$ cat src/common/thumb_decode_defines.svh
`ifndef THUMB_DECODE_DEFINES_SVH
`define THUMB_DECODE_DEFINES_SVH

// width of one fetched instruction
`define THUMB_INSTR_W       16

// register file has sixteen entries
`define THUMB_REG_ADDR_W    4

// one bit per register in a multi-register transfer
`define THUMB_REG_LIST_W    16

`define THUMB_WORD_W        32

// stack pointer lives in r13
`define THUMB_SP_NUM        13

// every multi-register step moves one full word
`define THUMB_WORD_BYTES    4

`endif
$ cat src/common/thumb_decode_pkg.sv
`default_nettype none

`include "thumb_decode_defines.svh"

package thumb_decode_pkg;

    // instruction class, taken from the upper opcode bits
    typedef enum logic [3:0] {
        SHIFT_IMM,
        DATA_PROC,
        LDST_REG,
        LDST_IMM,
        PUSH,
        POP,
        STM,
        LDM,
        UNSUPPORTED
    } instr_class_e;

    typedef enum logic [3:0] {
        ALU_ADD,
        ALU_SUB,
        ALU_AND,
        ALU_OR,
        ALU_XOR,
        ALU_LSL,
        ALU_LSR,
        ALU_ASR,
        ALU_ROR,
        ALU_ADC,
        ALU_SBC,
        ALU_MUL,
        ALU_BIC,
        ALU_NOT
    } alu_op_e;

    // SRC_SEQ_OFFSET takes the per-step offset from the sequencer
    typedef enum logic [1:0] {
        SRC_REG,
        SRC_IMM,
        SRC_ZERO,
        SRC_SEQ_OFFSET
    } alu_src_e;

    typedef enum logic {
        WB_ALU,
        WB_MEMORY
    } wb_src_e;

    typedef enum logic {
        ADDR_INSTR,
        ADDR_SEQ
    } addr_src_e;

    // picks which instruction register field feeds the store data port
    typedef enum logic {
        STORE_REG2,
        STORE_REG3
    } store_sel_e;

    typedef struct packed {
        logic       valid;
        logic       update_flags;
        logic       mem_read;
        logic       mem_write;
        logic       reg_write;
        wb_src_e    wb_src;
        alu_src_e   alu_a_src;
        alu_src_e   alu_b_src;
        alu_op_e    alu_op;
        addr_src_e  rf_addr2_src;
        addr_src_e  dest_addr_src;
        store_sel_e store_data_sel;
    } ctrl_word_t;

    typedef struct packed {
        logic                           stall;
        logic [`THUMB_WORD_W-1:0]       offset;
        logic [`THUMB_REG_ADDR_W-1:0]   reg_addr;
    } seq_out_t;

    // all enables low, every select on its first choice
    localparam ctrl_word_t CTRL_NOP = '0;

endpackage

`default_nettype wire

$ cat src/design/thumb_decode_ctrl.sv
`timescale 1ns/1ns
`default_nettype none

`include "thumb_decode_defines.svh"

module thumb_decode_ctrl (
    input  wire logic                        clk_i,
    input  wire logic                        reset_i,
    input  wire logic [`THUMB_INSTR_W-1:0]   instr_i,
    output thumb_decode_pkg::ctrl_word_t     ctrl_o,
    output thumb_decode_pkg::seq_out_t       seq_o,
    output logic                             stall_o
);

    import thumb_decode_pkg::*;

    instr_class_e instr_class;
    ctrl_word_t   alu_ctrl;
    ctrl_word_t   mem_ctrl;
    ctrl_word_t   seq_ctrl;
    ctrl_word_t   ctrl_sel;
    seq_out_t     seq_raw;

    // classes follow the Thumb opcode map on the top seven bits
    always_comb begin
        casez (instr_i[15:9])
            7'b00?????: instr_class = SHIFT_IMM;
            7'b010000?: instr_class = DATA_PROC;
            7'b0101???: instr_class = LDST_REG;
            7'b011????,
            7'b1000???,
            7'b1001???: instr_class = LDST_IMM;
            7'b1011010: instr_class = PUSH;
            7'b1011110: instr_class = POP;
            7'b11000??: instr_class = STM;
            7'b11001??: instr_class = LDM;
            default:    instr_class = UNSUPPORTED;
        endcase
    end

    alu_op_decoder u_alu_dec (
        .instr_i (instr_i),
        .class_i (instr_class),
        .ctrl_o  (alu_ctrl)
    );

    mem_op_decoder u_mem_dec (
        .instr_i (instr_i),
        .class_i (instr_class),
        .ctrl_o  (mem_ctrl)
    );

    reg_list_sequencer u_seq (
        .clk_i   (clk_i),
        .reset_i (reset_i),
        .instr_i (instr_i),
        .class_i (instr_class),
        .seq_o   (seq_raw),
        .ctrl_o  (seq_ctrl)
    );

    always_comb begin
        case (instr_class)
            SHIFT_IMM, DATA_PROC: ctrl_sel = alu_ctrl;
            LDST_REG, LDST_IMM:   ctrl_sel = mem_ctrl;
            PUSH, POP, STM, LDM:  ctrl_sel = seq_ctrl;
            default:              ctrl_sel = CTRL_NOP;
        endcase
    end

    // sequencer state only settles at the reset edge, so hold side effects off meanwhile
    assign stall_o = seq_raw.stall & ~reset_i;

    always_comb begin
        ctrl_o = ctrl_sel;
        seq_o  = seq_raw;
        seq_o.stall = stall_o;
        if (reset_i) begin
            ctrl_o.mem_read  = 1'b0;
            ctrl_o.mem_write = 1'b0;
            ctrl_o.reg_write = 1'b0;
        end
    end

endmodule

`default_nettype wire

$ cat src/reg_list/reg_list_sequencer.sv
`timescale 1ns/1ns
`default_nettype none

`include "thumb_decode_defines.svh"

module reg_list_sequencer (
    input  wire logic                        clk_i,
    input  wire logic                        reset_i,
    input  wire logic [`THUMB_INSTR_W-1:0]   instr_i,
    input  thumb_decode_pkg::instr_class_e   class_i,
    output thumb_decode_pkg::seq_out_t       seq_o,
    output thumb_decode_pkg::ctrl_word_t     ctrl_o
);

    import thumb_decode_pkg::*;

    localparam int LIST_W  = `THUMB_REG_LIST_W;
    localparam int ADDR_W  = `THUMB_REG_ADDR_W;
    localparam int WORD_W  = `THUMB_WORD_W;
    localparam int COUNT_W = $clog2(LIST_W) + 1;
    localparam logic [WORD_W-1:0] WORD_BYTES = WORD_W'(`THUMB_WORD_BYTES);
    localparam logic [ADDR_W-1:0] SP_NUM     = ADDR_W'(`THUMB_SP_NUM);

    logic [LIST_W-1:0]  reg_list;
    logic [LIST_W-1:0]  remaining_q;
    logic [COUNT_W-1:0] step_q;
    logic [ADDR_W-1:0]  pick_num;
    logic [LIST_W-1:0]  pick_mask;
    logic               any_pending;
    logic [COUNT_W-1:0] list_count;
    logic               is_multi;
    logic               stall;
    logic               base_in_list;
    logic [ADDR_W-1:0]  base_num;
    logic [WORD_W-1:0]  k_bytes;
    logic [WORD_W-1:0]  s_bytes;

    always_comb begin
        case (class_i)
            PUSH:     reg_list = {1'b0, instr_i[8], 6'b0, instr_i[7:0]};
            POP:      reg_list = {instr_i[8], 7'b0, instr_i[7:0]};
            STM, LDM: reg_list = {8'b0, instr_i[7:0]};
            default:  reg_list = '0;
        endcase
    end

    assign is_multi = (class_i == PUSH) || (class_i == POP) ||
                      (class_i == STM)  || (class_i == LDM);

    reg_list_picker u_picker (
        .list_i          (reg_list),
        .remaining_i     (remaining_q),
        .highest_first_i (class_i == LDM),
        .pick_num_o      (pick_num),
        .pick_mask_o     (pick_mask),
        .any_o           (any_pending),
        .count_o         (list_count)
    );

    // fetch holds the instruction until every listed register has moved
    assign stall = is_multi & any_pending;

    always_ff @(posedge clk_i) begin
        if (reset_i || !stall) begin
            remaining_q <= '1;
            step_q      <= '0;
        end else begin
            remaining_q <= remaining_q & ~pick_mask;
            step_q      <= step_q + 1'b1;
        end
    end

    assign base_num     = {1'b0, instr_i[10:8]};
    assign base_in_list = instr_i[instr_i[10:8]];
    assign k_bytes      = WORD_W'(list_count) * WORD_BYTES;
    assign s_bytes      = WORD_W'(step_q) * WORD_BYTES;

    always_comb begin
        seq_o  = '0;
        ctrl_o = CTRL_NOP;

        seq_o.stall = stall;
        if (is_multi) begin
            ctrl_o.valid     = 1'b1;
            ctrl_o.alu_a_src = SRC_REG;
            ctrl_o.alu_b_src = SRC_SEQ_OFFSET;
            ctrl_o.alu_op    = (class_i == PUSH) ? ALU_SUB : ALU_ADD;

            if (stall) begin
                seq_o.reg_addr = pick_num;
                case (class_i)
                    PUSH: begin
                        seq_o.offset         = k_bytes - s_bytes;
                        ctrl_o.mem_write     = 1'b1;
                        ctrl_o.rf_addr2_src  = ADDR_SEQ;
                    end
                    STM: begin
                        seq_o.offset         = s_bytes;
                        ctrl_o.mem_write     = 1'b1;
                        ctrl_o.rf_addr2_src  = ADDR_SEQ;
                    end
                    POP: begin
                        seq_o.offset         = s_bytes;
                        ctrl_o.mem_read      = 1'b1;
                        ctrl_o.reg_write     = 1'b1;
                        ctrl_o.wb_src        = WB_MEMORY;
                        ctrl_o.dest_addr_src = ADDR_SEQ;
                    end
                    default: begin
                        // LDMIA walks downward from the top word of the block
                        seq_o.offset         = k_bytes - WORD_BYTES - s_bytes;
                        ctrl_o.mem_read      = 1'b1;
                        ctrl_o.reg_write     = 1'b1;
                        ctrl_o.wb_src        = WB_MEMORY;
                        ctrl_o.dest_addr_src = ADDR_SEQ;
                    end
                endcase
            end else begin
                // last cycle writes back the updated SP or base register
                seq_o.offset         = k_bytes;
                seq_o.reg_addr       = ((class_i == PUSH) || (class_i == POP)) ? SP_NUM
                                                                               : base_num;
                ctrl_o.dest_addr_src = ADDR_SEQ;
                ctrl_o.reg_write     = !((class_i == LDM) && base_in_list);
            end
        end
    end

endmodule

`default_nettype wire

$ cat src/reg_list/reg_list_picker.sv
`timescale 1ns/1ns
`default_nettype none

`include "thumb_decode_defines.svh"

module reg_list_picker (
    input  wire logic [`THUMB_REG_LIST_W-1:0]        list_i,
    input  wire logic [`THUMB_REG_LIST_W-1:0]        remaining_i,
    input  wire logic                                highest_first_i,
    output logic [`THUMB_REG_ADDR_W-1:0]             pick_num_o,
    output logic [`THUMB_REG_LIST_W-1:0]             pick_mask_o,
    output logic                                     any_o,
    output logic [$clog2(`THUMB_REG_LIST_W):0]       count_o
);

    logic [`THUMB_REG_LIST_W-1:0] pending;
    logic [`THUMB_REG_ADDR_W-1:0] low_num;
    logic [`THUMB_REG_ADDR_W-1:0] high_num;

    assign pending = list_i & remaining_i;
    assign any_o   = |pending;

    // scanning downward leaves the lowest set bit, upward the highest
    always_comb begin
        low_num  = '0;
        high_num = '0;
        for (int i = `THUMB_REG_LIST_W - 1; i >= 0; i--) begin
            if (pending[i]) begin
                low_num = `THUMB_REG_ADDR_W'(i);
            end
        end
        for (int i = 0; i < `THUMB_REG_LIST_W; i++) begin
            if (pending[i]) begin
                high_num = `THUMB_REG_ADDR_W'(i);
            end
        end
    end

    assign pick_num_o  = highest_first_i ? high_num : low_num;
    assign pick_mask_o = any_o ? (`THUMB_REG_LIST_W'(1) << pick_num_o) : '0;

    // count covers the whole list, not only what is still pending
    always_comb begin
        count_o = '0;
        for (int i = 0; i < `THUMB_REG_LIST_W; i++) begin
            count_o = count_o + ($clog2(`THUMB_REG_LIST_W) + 1)'(list_i[i]);
        end
    end

endmodule

`default_nettype wire

$ cat src/design/mem_op_decoder.sv
`timescale 1ns/1ns
`default_nettype none

`include "thumb_decode_defines.svh"

module mem_op_decoder (
    input  wire logic [`THUMB_INSTR_W-1:0]   instr_i,
    input  thumb_decode_pkg::instr_class_e   class_i,
    output thumb_decode_pkg::ctrl_word_t     ctrl_o
);

    import thumb_decode_pkg::*;

    logic is_reg_load;
    logic is_imm_load;

    // register offset group also loads for the two signed forms at 10:9 = 11
    assign is_reg_load = instr_i[11] | (&instr_i[10:9]);
    assign is_imm_load = instr_i[11];

    always_comb begin
        ctrl_o = CTRL_NOP;

        case (class_i)
            LDST_REG: begin
                ctrl_o.valid  = 1'b1;
                ctrl_o.alu_op = ALU_ADD;
                if (is_reg_load) begin
                    ctrl_o.mem_read  = 1'b1;
                    ctrl_o.reg_write = 1'b1;
                    ctrl_o.wb_src    = WB_MEMORY;
                end else begin
                    // the offset register sits in the second field here
                    ctrl_o.mem_write      = 1'b1;
                    ctrl_o.store_data_sel = STORE_REG3;
                end
            end
            LDST_IMM: begin
                ctrl_o.valid     = 1'b1;
                ctrl_o.alu_op    = ALU_ADD;
                ctrl_o.alu_b_src = SRC_IMM;
                if (is_imm_load) begin
                    ctrl_o.mem_read  = 1'b1;
                    ctrl_o.reg_write = 1'b1;
                    ctrl_o.wb_src    = WB_MEMORY;
                end else begin
                    ctrl_o.mem_write = 1'b1;
                end
            end
            default: ;
        endcase
    end

endmodule

`default_nettype wire

$ cat src/design/alu_op_decoder.sv
`timescale 1ns/1ns
`default_nettype none

`include "thumb_decode_defines.svh"

module alu_op_decoder (
    input  wire logic [`THUMB_INSTR_W-1:0]   instr_i,
    input  thumb_decode_pkg::instr_class_e   class_i,
    output thumb_decode_pkg::ctrl_word_t     ctrl_o
);

    import thumb_decode_pkg::*;

    logic [4:0] shift_code;
    logic [3:0] dp_code;

    assign shift_code = instr_i[13:9];
    assign dp_code    = instr_i[9:6];

    always_comb begin
        ctrl_o = CTRL_NOP;

        case (class_i)
            SHIFT_IMM: begin
                ctrl_o.valid        = 1'b1;
                ctrl_o.update_flags = 1'b1;
                ctrl_o.reg_write    = 1'b1;
                casez (shift_code)
                    5'b000??: begin
                        ctrl_o.alu_op    = ALU_LSL;
                        ctrl_o.alu_b_src = SRC_IMM;
                    end
                    5'b001??: begin
                        ctrl_o.alu_op    = ALU_LSR;
                        ctrl_o.alu_b_src = SRC_IMM;
                    end
                    5'b010??: begin
                        ctrl_o.alu_op    = ALU_ASR;
                        ctrl_o.alu_b_src = SRC_IMM;
                    end
                    5'b01100: ctrl_o.alu_op = ALU_ADD;
                    5'b01101: ctrl_o.alu_op = ALU_SUB;
                    5'b01110, 5'b110??: begin
                        ctrl_o.alu_op    = ALU_ADD;
                        ctrl_o.alu_b_src = SRC_IMM;
                    end
                    5'b01111, 5'b111??: begin
                        ctrl_o.alu_op    = ALU_SUB;
                        ctrl_o.alu_b_src = SRC_IMM;
                    end
                    // move is an add of the immediate to zero
                    5'b100??: begin
                        ctrl_o.alu_op    = ALU_ADD;
                        ctrl_o.alu_a_src = SRC_ZERO;
                        ctrl_o.alu_b_src = SRC_IMM;
                    end
                    default: begin
                        ctrl_o.alu_op    = ALU_SUB;
                        ctrl_o.alu_b_src = SRC_IMM;
                        ctrl_o.reg_write = 1'b0;
                    end
                endcase
            end
            DATA_PROC: begin
                ctrl_o.valid        = 1'b1;
                ctrl_o.update_flags = 1'b1;
                ctrl_o.reg_write    = 1'b1;
                case (dp_code)
                    4'h0: ctrl_o.alu_op = ALU_AND;
                    4'h1: ctrl_o.alu_op = ALU_XOR;
                    4'h2: ctrl_o.alu_op = ALU_LSL;
                    4'h3: ctrl_o.alu_op = ALU_LSR;
                    4'h4: ctrl_o.alu_op = ALU_ASR;
                    4'h5: ctrl_o.alu_op = ALU_ADC;
                    4'h6: ctrl_o.alu_op = ALU_SBC;
                    4'h7: ctrl_o.alu_op = ALU_ROR;
                    4'h8: begin
                        ctrl_o.alu_op    = ALU_AND;
                        ctrl_o.reg_write = 1'b0;
                    end
                    // negate computes zero minus the operand
                    4'h9: begin
                        ctrl_o.alu_op    = ALU_SUB;
                        ctrl_o.alu_a_src = SRC_ZERO;
                    end
                    4'hA: begin
                        ctrl_o.alu_op    = ALU_SUB;
                        ctrl_o.reg_write = 1'b0;
                    end
                    4'hB: begin
                        ctrl_o.alu_op    = ALU_ADD;
                        ctrl_o.reg_write = 1'b0;
                    end
                    4'hC: ctrl_o.alu_op = ALU_OR;
                    4'hD: ctrl_o.alu_op = ALU_MUL;
                    4'hE: ctrl_o.alu_op = ALU_BIC;
                    default: ctrl_o.alu_op = ALU_NOT;
                endcase
            end
            default: ;
        endcase
    end

endmodule

`default_nettype wire

$ cat config.mk
export PLATFORM = sky130hd
export DESIGN_NAME = thumb_decode_ctrl
export DESIGN_NICKNAME = d
export VERILOG_FILES = /design/src/common/thumb_decode_pkg.sv /design/src/design/thumb_decode_ctrl.sv /design/src/reg_list/reg_list_sequencer.sv /design/src/reg_list/reg_list_picker.sv /design/src/design/mem_op_decoder.sv /design/src/design/alu_op_decoder.sv
export VERILOG_INCLUDE_DIRS = /design/src /design/src/common
export SDC_FILE = /design/constraint.sdc
export NUM_CORES = 1
export LEC_CHECK = 0
export BUFFER_PORTS_ARGS = -buffer_cell sky130_fd_sc_hd__clkbuf_2
export CORE_ASPECT_RATIO = 0.6
export CORE_UTILIZATION = 35
export CTS_CLUSTER_SIZE = 24
export DETAILED_ROUTE_END_ITERATION = 8
export HOLD_SLACK_MARGIN = 0.02
export PLACE_DENSITY_LB_ADDON = 0.1
export SETUP_SLACK_MARGIN = 0.1
export SYNTH_ARGS = -nofsm -noshare
export SYNTH_HDL_FRONTEND = slang
export SYNTH_SLANG_ARGS = --single-unit
$ cat constraint.sdc
create_clock -name clk_i -period 11.46 [get_ports clk_i]
set_clock_uncertainty 0.05 [all_clocks]
set_input_delay 2.292 -clock clk_i [delete_from_list [all_inputs] [get_ports clk_i]]
set_output_delay 2.292 -clock clk_i [all_outputs]
set_load 0.02 [all_outputs]
; ---- Yosys cells after proc, flatten, opt, wreduce, memory -nomap -nowiden
; Index checks and enable logic that the tools add are counted.
[op_classes]
addsub = 19
shifts = 1
bitwise_logic = 7
n_eq_ne = 39
n_reduce_logical = 26
n_mux = 74
magnitude_cmp = 1
[ops]
columns = cell, n
row1 = 4-bit two-way mux, 32
row2 = 36-bit two-way mux, 2
row3 = 32-bit one-hot mux with 2 select lines, 1
row4 = 5-bit by 1-bit adder with 5-bit output, 11
row5 = 4-bit one-hot mux with 13 select lines, 1
row6 = 17-bit one-hot mux with 3 select lines, 1
row7 = 16-bit one-hot mux with 3 select lines, 1
row8 = 4-bit by 3-bit equality test with 1-bit output (second input constant), 9
row9 = 4-bit equality test (second input constant), 9
row10 = 16-bit AND, 2
row11 = 4-bit one-hot mux with 8 select lines, 1
row12 = 32-bit by 7-bit subtractor with 32-bit output, 1
row13 = 5-bit by 4-bit equality test with 1-bit output (second input constant), 4
row14 = 1-bit two-way mux, 20
row15 = 4-bit by 2-bit equality test with 1-bit output (second input constant), 4
row16 = 16-bit two-way mux, 1
row17 = 16-bit NOT, 1
row18 = 4-bit one-hot mux with 2 select lines, 2
row19 = 16-bit OR reduction, 1
row20 = 2-bit OR reduction, 8
row21 = 1-bit by 4-bit << shifter with 16-bit output (first input constant), 1
row22 = 7-bit equality test (second input constant), 2
row23 = 14-bit two-way mux, 1
row24 = 2-bit two-way mux, 6
row25 = other kinds (32), 45
[word_totals]
ff_bits = 21
word_cells = 169
inputBits = 18
out_inout_bits = 55

; ---- Longest topological paths before layout
; Gate-level depths: netlist of run 1.
[depth]
ltp_word = 28
depth_mapped = 27
depth_no_buf = 23

; ---- Hierarchy
; From an unflattened synthesis of run 1, not the netlist that was laid out.
[unflattened]
hier_cells = 523
hier_area_um2 = 3819.9
[by_module_without_submodules]
columns = module, cells_each, area_each_um2, seq_area_each_um2, instances
row1 = reg_list_sequencer, 246, 1918.1, 420.4, 1
row2 = reg_list_picker, 127, 923.4, 0.0, 1
row3 = thumb_decode_ctrl, 77, 465.4, 0.0, 1
row4 = alu_op_decoder, 52, 347.8, 0.0, 1
row5 = mem_op_decoder, 21, 165.2, 0.0, 1

; ---- Worst setup path before layout of run 1
; OpenSTA, ideal clock, no wires.
[synth_path]
path_type = input to output
from = input port instr_i[10]
to = output port seq_o[30] (netlist name)
path_slack_ns = 0.710
t_required_ns = 9.118
arrival_ns = 8.408
path_buffers = 4
stages = 25
path_cell_list = buf_2 and4bb_4 a21oi_2 buf_2 inv_1 clkbuf_1 nand2_1 fa_1 inv_1 fa_1 fa_1 ha_1 fa_1 inv_1 ha_1 inv_1 fa_1 a21o_1 a21oi_1 nor2b_1 nor2_1 nand2_1 ha_1 a211oi_1 buf_4
[synth_rtl]
columns = item, line
row1 = from (decl), thumb_decode_ctrl.sv:9  ; input wire logic [`THUMB_INSTR_W-1:0] instr_i,
row2 = to (decl), thumb_decode_ctrl.sv:11  ; output thumb_decode_pkg::seq_out_t seq_o,

==> impl_metrics.tcl, run 1 <==
set metrics [dict create \
    power_frac_seq_pct 22.6 \
    cts-root-to-sink-buffers 2 \
    synth-async-reset-ratio_pct 0 \
    clk_latency_ns 0.25 \
    port-buffer-count 69 \
    timing_worst_setup_path_type "input port to output port" \
    required_arrival_time_at_the_worst_endpoint_ns 9.12 \
    finalCritPeriodShare_pct 93.4 \
    power.switching_uw 94.6 \
    worstHoldPathCells 1 \
    final_layout_size_suffix_gt1_share_pct 22.6 \
    postPlaceCellArea_mm2 0.00305 \
    finalSetupViolCount 0 \
    mean_instance_size_in_the_synthesized_netlist_um2 7.41 \
    route.final.wire_length_um 8850 \
    timing.final.crit_period_ns 10.70 \
    worst_tran_pin_value_ns 1.14 \
    cts_htree_levels 1 \
    worst-r2r-cell-count 6 \
    netlist_top_cells_area "dfxtp_1 (11%), ha_1 (9.1%), fa_1 (5.8%), nor2_1 (4.7%), buf_4 (4.4%)" \
    power.clock.fraction_pct 29.8 \
    pwr_density_cell_mw_per_mm2 75.2 \
    post_synthesis_instance_area_mm2 0.00274 \
    netlist-cell-type-count 70 \
    warnings_from_yosys 0 \
    drt_iter0_markers 347 \
    cts_hold_buf 0 \
    design.core.area_mm2 0.00742 \
    synth_top_cell_area_share_pct 10.9 \
    grt-ovfl-total 0 \
    timing.hold.worst.class "flop to flop" \
    cpMostUsedCell "fa_1" \
    worstReg2RegEnd "u_seq.step_q[1]" \
    die-height_um 70.6 \
    fin_util_pct 42.1 \
    viasPerCell 5.68 \
    netlist_instances 370 \
    top_level_ports 73 \
    cts_sinks 15 \
    setup_tns_ns 0 \
    post_cts.resized_instances 0 \
    path_cells "clkbuf_2 -> and4bb_4 -> a21oi_2 -> inv_1 -> nand2_1 -> fa_1 -> inv_1 -> fa_1 -> fa_1 -> ha_1 -> fa_1 -> inv_1 -> ha_1 -> inv_1 -> fa_1 -> a21o_1 -> a21oi_1 -> nor2b_1 -> nor2_1 -> nand2_1 -> ha_1 -> a211oi_1 -> clkbuf_2" \
    achievable_frequency_ghz 0.0934 \
    tritoncts "built" \
    antenna_violations_before_repair 0 \
    postLayoutCellArea_mm2 0.00313 \
    cp.arrival_ns 8.36 \
    ys_dominant_reg_cell "dfxtp_1" \
    int_power_uw 141 \
    floorplan.die_area_mm2 0.00821 \
    timing.reg2reg.setup_slack_ns 8.96 \
    slew_viol_final 0 \
    vias_in_the_first_global_route 2642 \
    vias 2927 \
    worstSetupEndpointType "output port" \
    count_of_max_cap_constraint_violations 0 \
    synth-seq-area-share_pct 10.9 \
    post-cts-setup-buffers 0 \
    start_util_pct 37.0 \
    global_route_total_usage_across_every_layer_pct 22.2 \
    syn2layout_area_growth_pct 14.0 \
    hold_path_end "u_seq.remaining_q[5]" \
    fp.dieW_um 116 \
    gpl.final_weighted_congestion 0.881 \
    hp-start "u_seq.remaining_q[5]" \
    antenna_left 0 \
    global_route_wire_length_before_repair_um 14200 \
    rr_startpoint "u_seq.remaining_q[4]" \
    drc 0 \
    synth-seq-cells 15 \
    row_count 24 \
    startpoint "instr_i[13]" \
    synth_top_cells_by_count "nor2_1 (34), nand2_1 (30), a21oi_1 (20), ha_1 (20), inv_1 (19)" \
    ir_drop_uv 43.8 \
    synth_edf_count 0 \
    cts_inserted_buffers 3 \
    power.share.switching_pct 40.2 \
    total_power_uw 235 \
    grt_max_degree 25 \
    portion_of_total_power_attributed_to_combinational_logic_pct 47.6 \
    antennaDiodeCount 0 \
    clk_pin_slew_worst_paths_ns 0.06 \
    leakagePower_nw 1.37 \
    first_pass_iters 5 \
    run_status "completed" \
    critical_path.max_fanout 21 \
    maxSlewHeadroom_pct 24.0 \
    cts.root.buffer_cell "clkbuf_16" \
    synthDominantAreaCellType "dfxtp_1" \
    startpoint_type "input port" \
    final_hold_viols 0 \
    critical_path.max_stage_delay_ns 0.56 \
    finish.net_count 458 \
    routed_wire_length_per_instance_um 17.2 \
    crit_slowest_cell "fa_1" \
    post-synth-top-count-cell "nor2_1" \
    hpwl_um 6920 \
    rsz0062_at_grt "false" \
]
-- kinds of logic after synthesis --
logic type	share of synthesized area [%]
and+or+nand+nor	28.3
AOI/OAI and AO/OA	29.1
buffers and inverters	10.5
adders and majority gates	15.0
DFF	10.9
xor gates and xnor gates	3.19
muxes	2.78
other	0.137
-- worst max-delay path by stage --
stage	end	slack, ns	cells past startpoint
after floorplan	seq_o[30]	0.71	25
after global placement	seq_o[14]	0.91	24
after detailed placement	seq_o[33]	0.80	24
after CTS	seq_o[33]	0.78	24
after global routing	seq_o[29]	0.32	24
final	seq_o[34]	0.76	23
-- worst max-delay path: cells and delay by family --
kind	cells	cell delay, ns
AOI/OAI and AO/OA	4	0.78
buffers and inverters	6	1.15
adders and majority gates	8	3.20
and+or+nand+nor	5	0.93
-- power by group through the flow --
stage,Clock (mW),Combinational (mW),Sequential [mW]
after global routing,0.0732,0.125,0.0531
final,0.0701,0.112,0.0530
after CTS,0.0715,0.111,0.0530
after floorplan,0,0.0840,0.0540
after global placement,0,0.111,0.0541
after detailed placement,0,0.110,0.0541
-- through the flow --
step	setup slack, ns	hold slack, ns	cells
finish	0.755	0.474	515
global route	0.317	0.491	515
CTS	0.781	0.478	515
detailed placement	0.801	0.459	511
global placement	0.911	0.458	511
floorplan	0.710	0.424	372
-- sequential cells by signal, summed over array words and instances (netlist names) --
name	flops
u_seq.remaining_q	10
u_seq.step_q	5
-- metal layers --
layer | share of wire [%] | GRT usage (%) | wire length (um) | vias up
met5 | 0 | 0 | 0 | -
li1 | - | - | - | 1412
met2 | 39 | 29.0 | 3470 | 111
met1 | 53 | 37.7 | 4710 | 1395
met3 | 6.7 | 2.06 | 591 | 9
met4 | 0.97 | 4.42 | 86 | 0
-- area by class of cell --
class                   instances  area [um2]
repair buffers                 74         383
inverters                      19        71.3
clock inverters                 1        5.00
multi-input cells             299        2160
fillers                       792        4290
flip-flops and latches         15         300
well taps                     104         130
clock buffers                   3        75.1
-- cells in the final DEF, fill, tap and decap left out, drive strengths merged, types with 7 or more instances in the layout --
cell and count:
o21ai 16, a211oi 8, dfxtp 15, fa 8
nand2 30, nor2 34, nor3 15, nand3 11
clkbuf 72, o22a 7, inv 19, ha 20
and2 12, a21oi 21, nor2b 9, nand2b 14
Note: power is estimated with default switching activity, not from simulation.
==> inputs of run 2 (changes only) <==
CORE_UTILIZATION = 37   (was 35)
==> run 2 against run 1 <==
  * Critical path depth is 1 higher
  * Design area shrank 0.68%
  * Clock power increased by 1%
  * Power decreased by 0.13%
  * Critical endpoint is now seq_o[24]
  * Largest power group unchanged
==> impl_metrics.tcl, run 2 (synthesis results as in run 1) <==
set metrics [dict create \
    cpMostUsedCell "fa_1" \
    ir_drop_uv 49.8 \
    pwr_density_cell_mw_per_mm2 75.7 \
    post_cts.resized_instances 0 \
    worstSetupEndpointType "output port" \
    cp_top_family "adder cells" \
    final_common_cell "clkbuf_2" \
    finalSetupViolCount 0 \
    post-cts-setup-buffers 0 \
    slew_viol_final 0 \
    portion_of_total_power_attributed_to_combinational_logic_pct 47.3 \
    viasPerCell 5.81 \
    required_arrival_time_at_the_worst_endpoint_ns 9.12 \
    reg.largest.list "u_seq.remaining_q: 10 flops, u_seq.step_q: 5 flops" \
    critical_path.max_fanout 14 \
    finalCritPeriodShare_pct 93.4 \
    crit_slowest_cell "fa_1" \
    top_level_ports 73 \
    design.core.area_mm2 0.00691 \
    startpoint_type "input port" \
    int_power_uw 140 \
    path_cells "clkbuf_2 -> and4bb_4 -> a21oi_2 -> inv_1 -> nand2_1 -> fa_1 -> inv_1 -> fa_1 -> fa_1 -> ha_1 -> fa_1 -> inv_1 -> ha_1 -> inv_1 -> fa_1 -> a21o_1 -> a21oi_1 -> nor2b_1 -> nor2_1 -> nand2_1 -> ha_1 -> nor2_1 -> nor3_1 -> clkbuf_2" \
    post_layout_nonfiller_instances 498 \
    vias 2892 \
    largest_register_ff_count 10 \
    routed_wire_length_per_instance_um 17.2 \
    cts.root.buffer_cell "clkbuf_16" \
    route.final.wire_length_um 8570 \
    cts_inserted_buffers 3 \
    power.switching_uw 94.4 \
    finish.net_count 458 \
    antennaDiodeCount 0 \
    setup_tns_ns 0 \
    port-buffer-count 69 \
    antenna_violations_before_repair 0 \
    global_route_wire_length_before_repair_um 13600 \
    achievable_frequency_ghz 0.0934 \
    final_layout_size_suffix_gt1_share_pct 22.6 \
    cts_hold_buf 0 \
    drt_iter0_markers 238 \
    power_frac_seq_pct 22.6 \
    count_of_max_cap_constraint_violations 0 \
    fp.dieW_um 113 \
    cts-root-to-sink-buffers 2 \
    power.clock.fraction_pct 30.1 \
    postPlaceCellArea_mm2 0.00302 \
    clk_pin_slew_worst_paths_ns 0.05 \
    grt_max_degree 25 \
    grt-ovfl-total 0 \
    first_pass_iters 5 \
    global_route_total_usage_across_every_layer_pct 22.5 \
    gpl.final_weighted_congestion 0.901 \
    vias_in_the_first_global_route 2595 \
    antenna_left 0 \
    postLayoutCellArea_mm2 0.00310 \
    final_hold_viols 0 \
    dpl_ws_ns 0.812 \
    cts_htree_levels 1 \
    power.share.switching_pct 40.2 \
    fin_util_pct 44.9 \
    tritoncts "built" \
    largest-register "u_seq.remaining_q" \
    critical_path.max_stage_delay_ns 0.55 \
    run_status "completed" \
    timing_worst_setup_path_type "input port to output port" \
    timing.final.crit_period_ns 10.70 \
    floorplan.die_area_mm2 0.00777 \
    timing.hold.worst.class "flop to flop" \
    layout_common_cells "clkbuf_2 (69), nor2_1 (34), nand2_1 (30)" \
    row_count 23 \
    number_of_placed_instances_with_taps_included 494 \
    fin_ws_ns 0.755 \
    cts_sinks 15 \
    worst_tran_pin_value_ns 0.923 \
    clk_latency_ns 0.25 \
    buf_inv_on_cp 6 \
    leakagePower_nw 1.37 \
    fillers 719 \
    start_util_pct 39.7 \
    hpwl_um 6710 \
    die-height_um 68.7 \
    drc 0 \
    cp.arrival_ns 8.36 \
    maxSlewHeadroom_pct 38.4 \
    syn2layout_area_growth_pct 13.2 \
    rsz0062_at_grt "false" \
]
[run 2: final timing paths]
check	from	endpoint	slack, ns	cells after the start
worst max register to register	u_seq.remaining_q[4]	u_seq.step_q[1]	9.01	6
worst min-delay path	u_seq.remaining_q[7]	u_seq.remaining_q[7]	0.48	2
worst max-delay path	instr_i[9]	seq_o[24]	0.76	24
worst min register to register	u_seq.remaining_q[7]	u_seq.remaining_q[7]	0.48	2
[run 2: stage by stage]
stage / hold WS (ns) / total power [mW]
6_report: 0.483 / 0.235
5_1_grt: 0.507 / 0.251
4_1_cts: 0.478 / 0.234
3_5_place_dp: 0.469 / 0.163
3_3_place_gp: 0.458 / 0.164
2_1_floorplan: 0.424 / 0.138
[run 2: power groups by stage]
stage                     clock (mW)  combinational [mW]  sequential, mW
final                         0.0708               0.111          0.0530
after floorplan                    0              0.0840          0.0540
after CTS                     0.0713               0.110          0.0530
after detailed placement           0               0.109          0.0541
after global placement             0               0.110          0.0541
after global routing          0.0740               0.124          0.0530
[run 2: area by class of cell]
cell class                      count  area, um2  share of cell area, %
Clock inverter                      1       5.00                  0.161
Tap cell                           87        109                   3.51
Timing Repair Buffer               74        383                   12.3
Multi-Input combinational cell    299       2160                   69.6
Clock buffer                        3       75.1                   2.42
Inverter                           19       71.3                   2.30
Sequential cell                    15        300                   9.67
[run 2: routing by layer]
| layer | vias to the layer above | share of wire [%] | global-route usage, % |
|---|---|---|---|
| met5 | - | 0 | 0 |
| met4 | 0 | 1.1 | 4.44 |
| met3 | 10 | 8.2 | 3.50 |
| met2 | 129 | 38 | 32.1 |
| met1 | 1339 | 52 | 34.9 |
| li1 | 1414 | - | - |
[run 2: worst reg2reg max path, stage by stage (launching register included)]
cell and delay (ns):
dfxtp_1 0.34, a22o_1 0.28, nor4_2 0.48, o22ai_2 0.24, nand2b_1 0.52, inv_1 0.23
and2_1 0.21
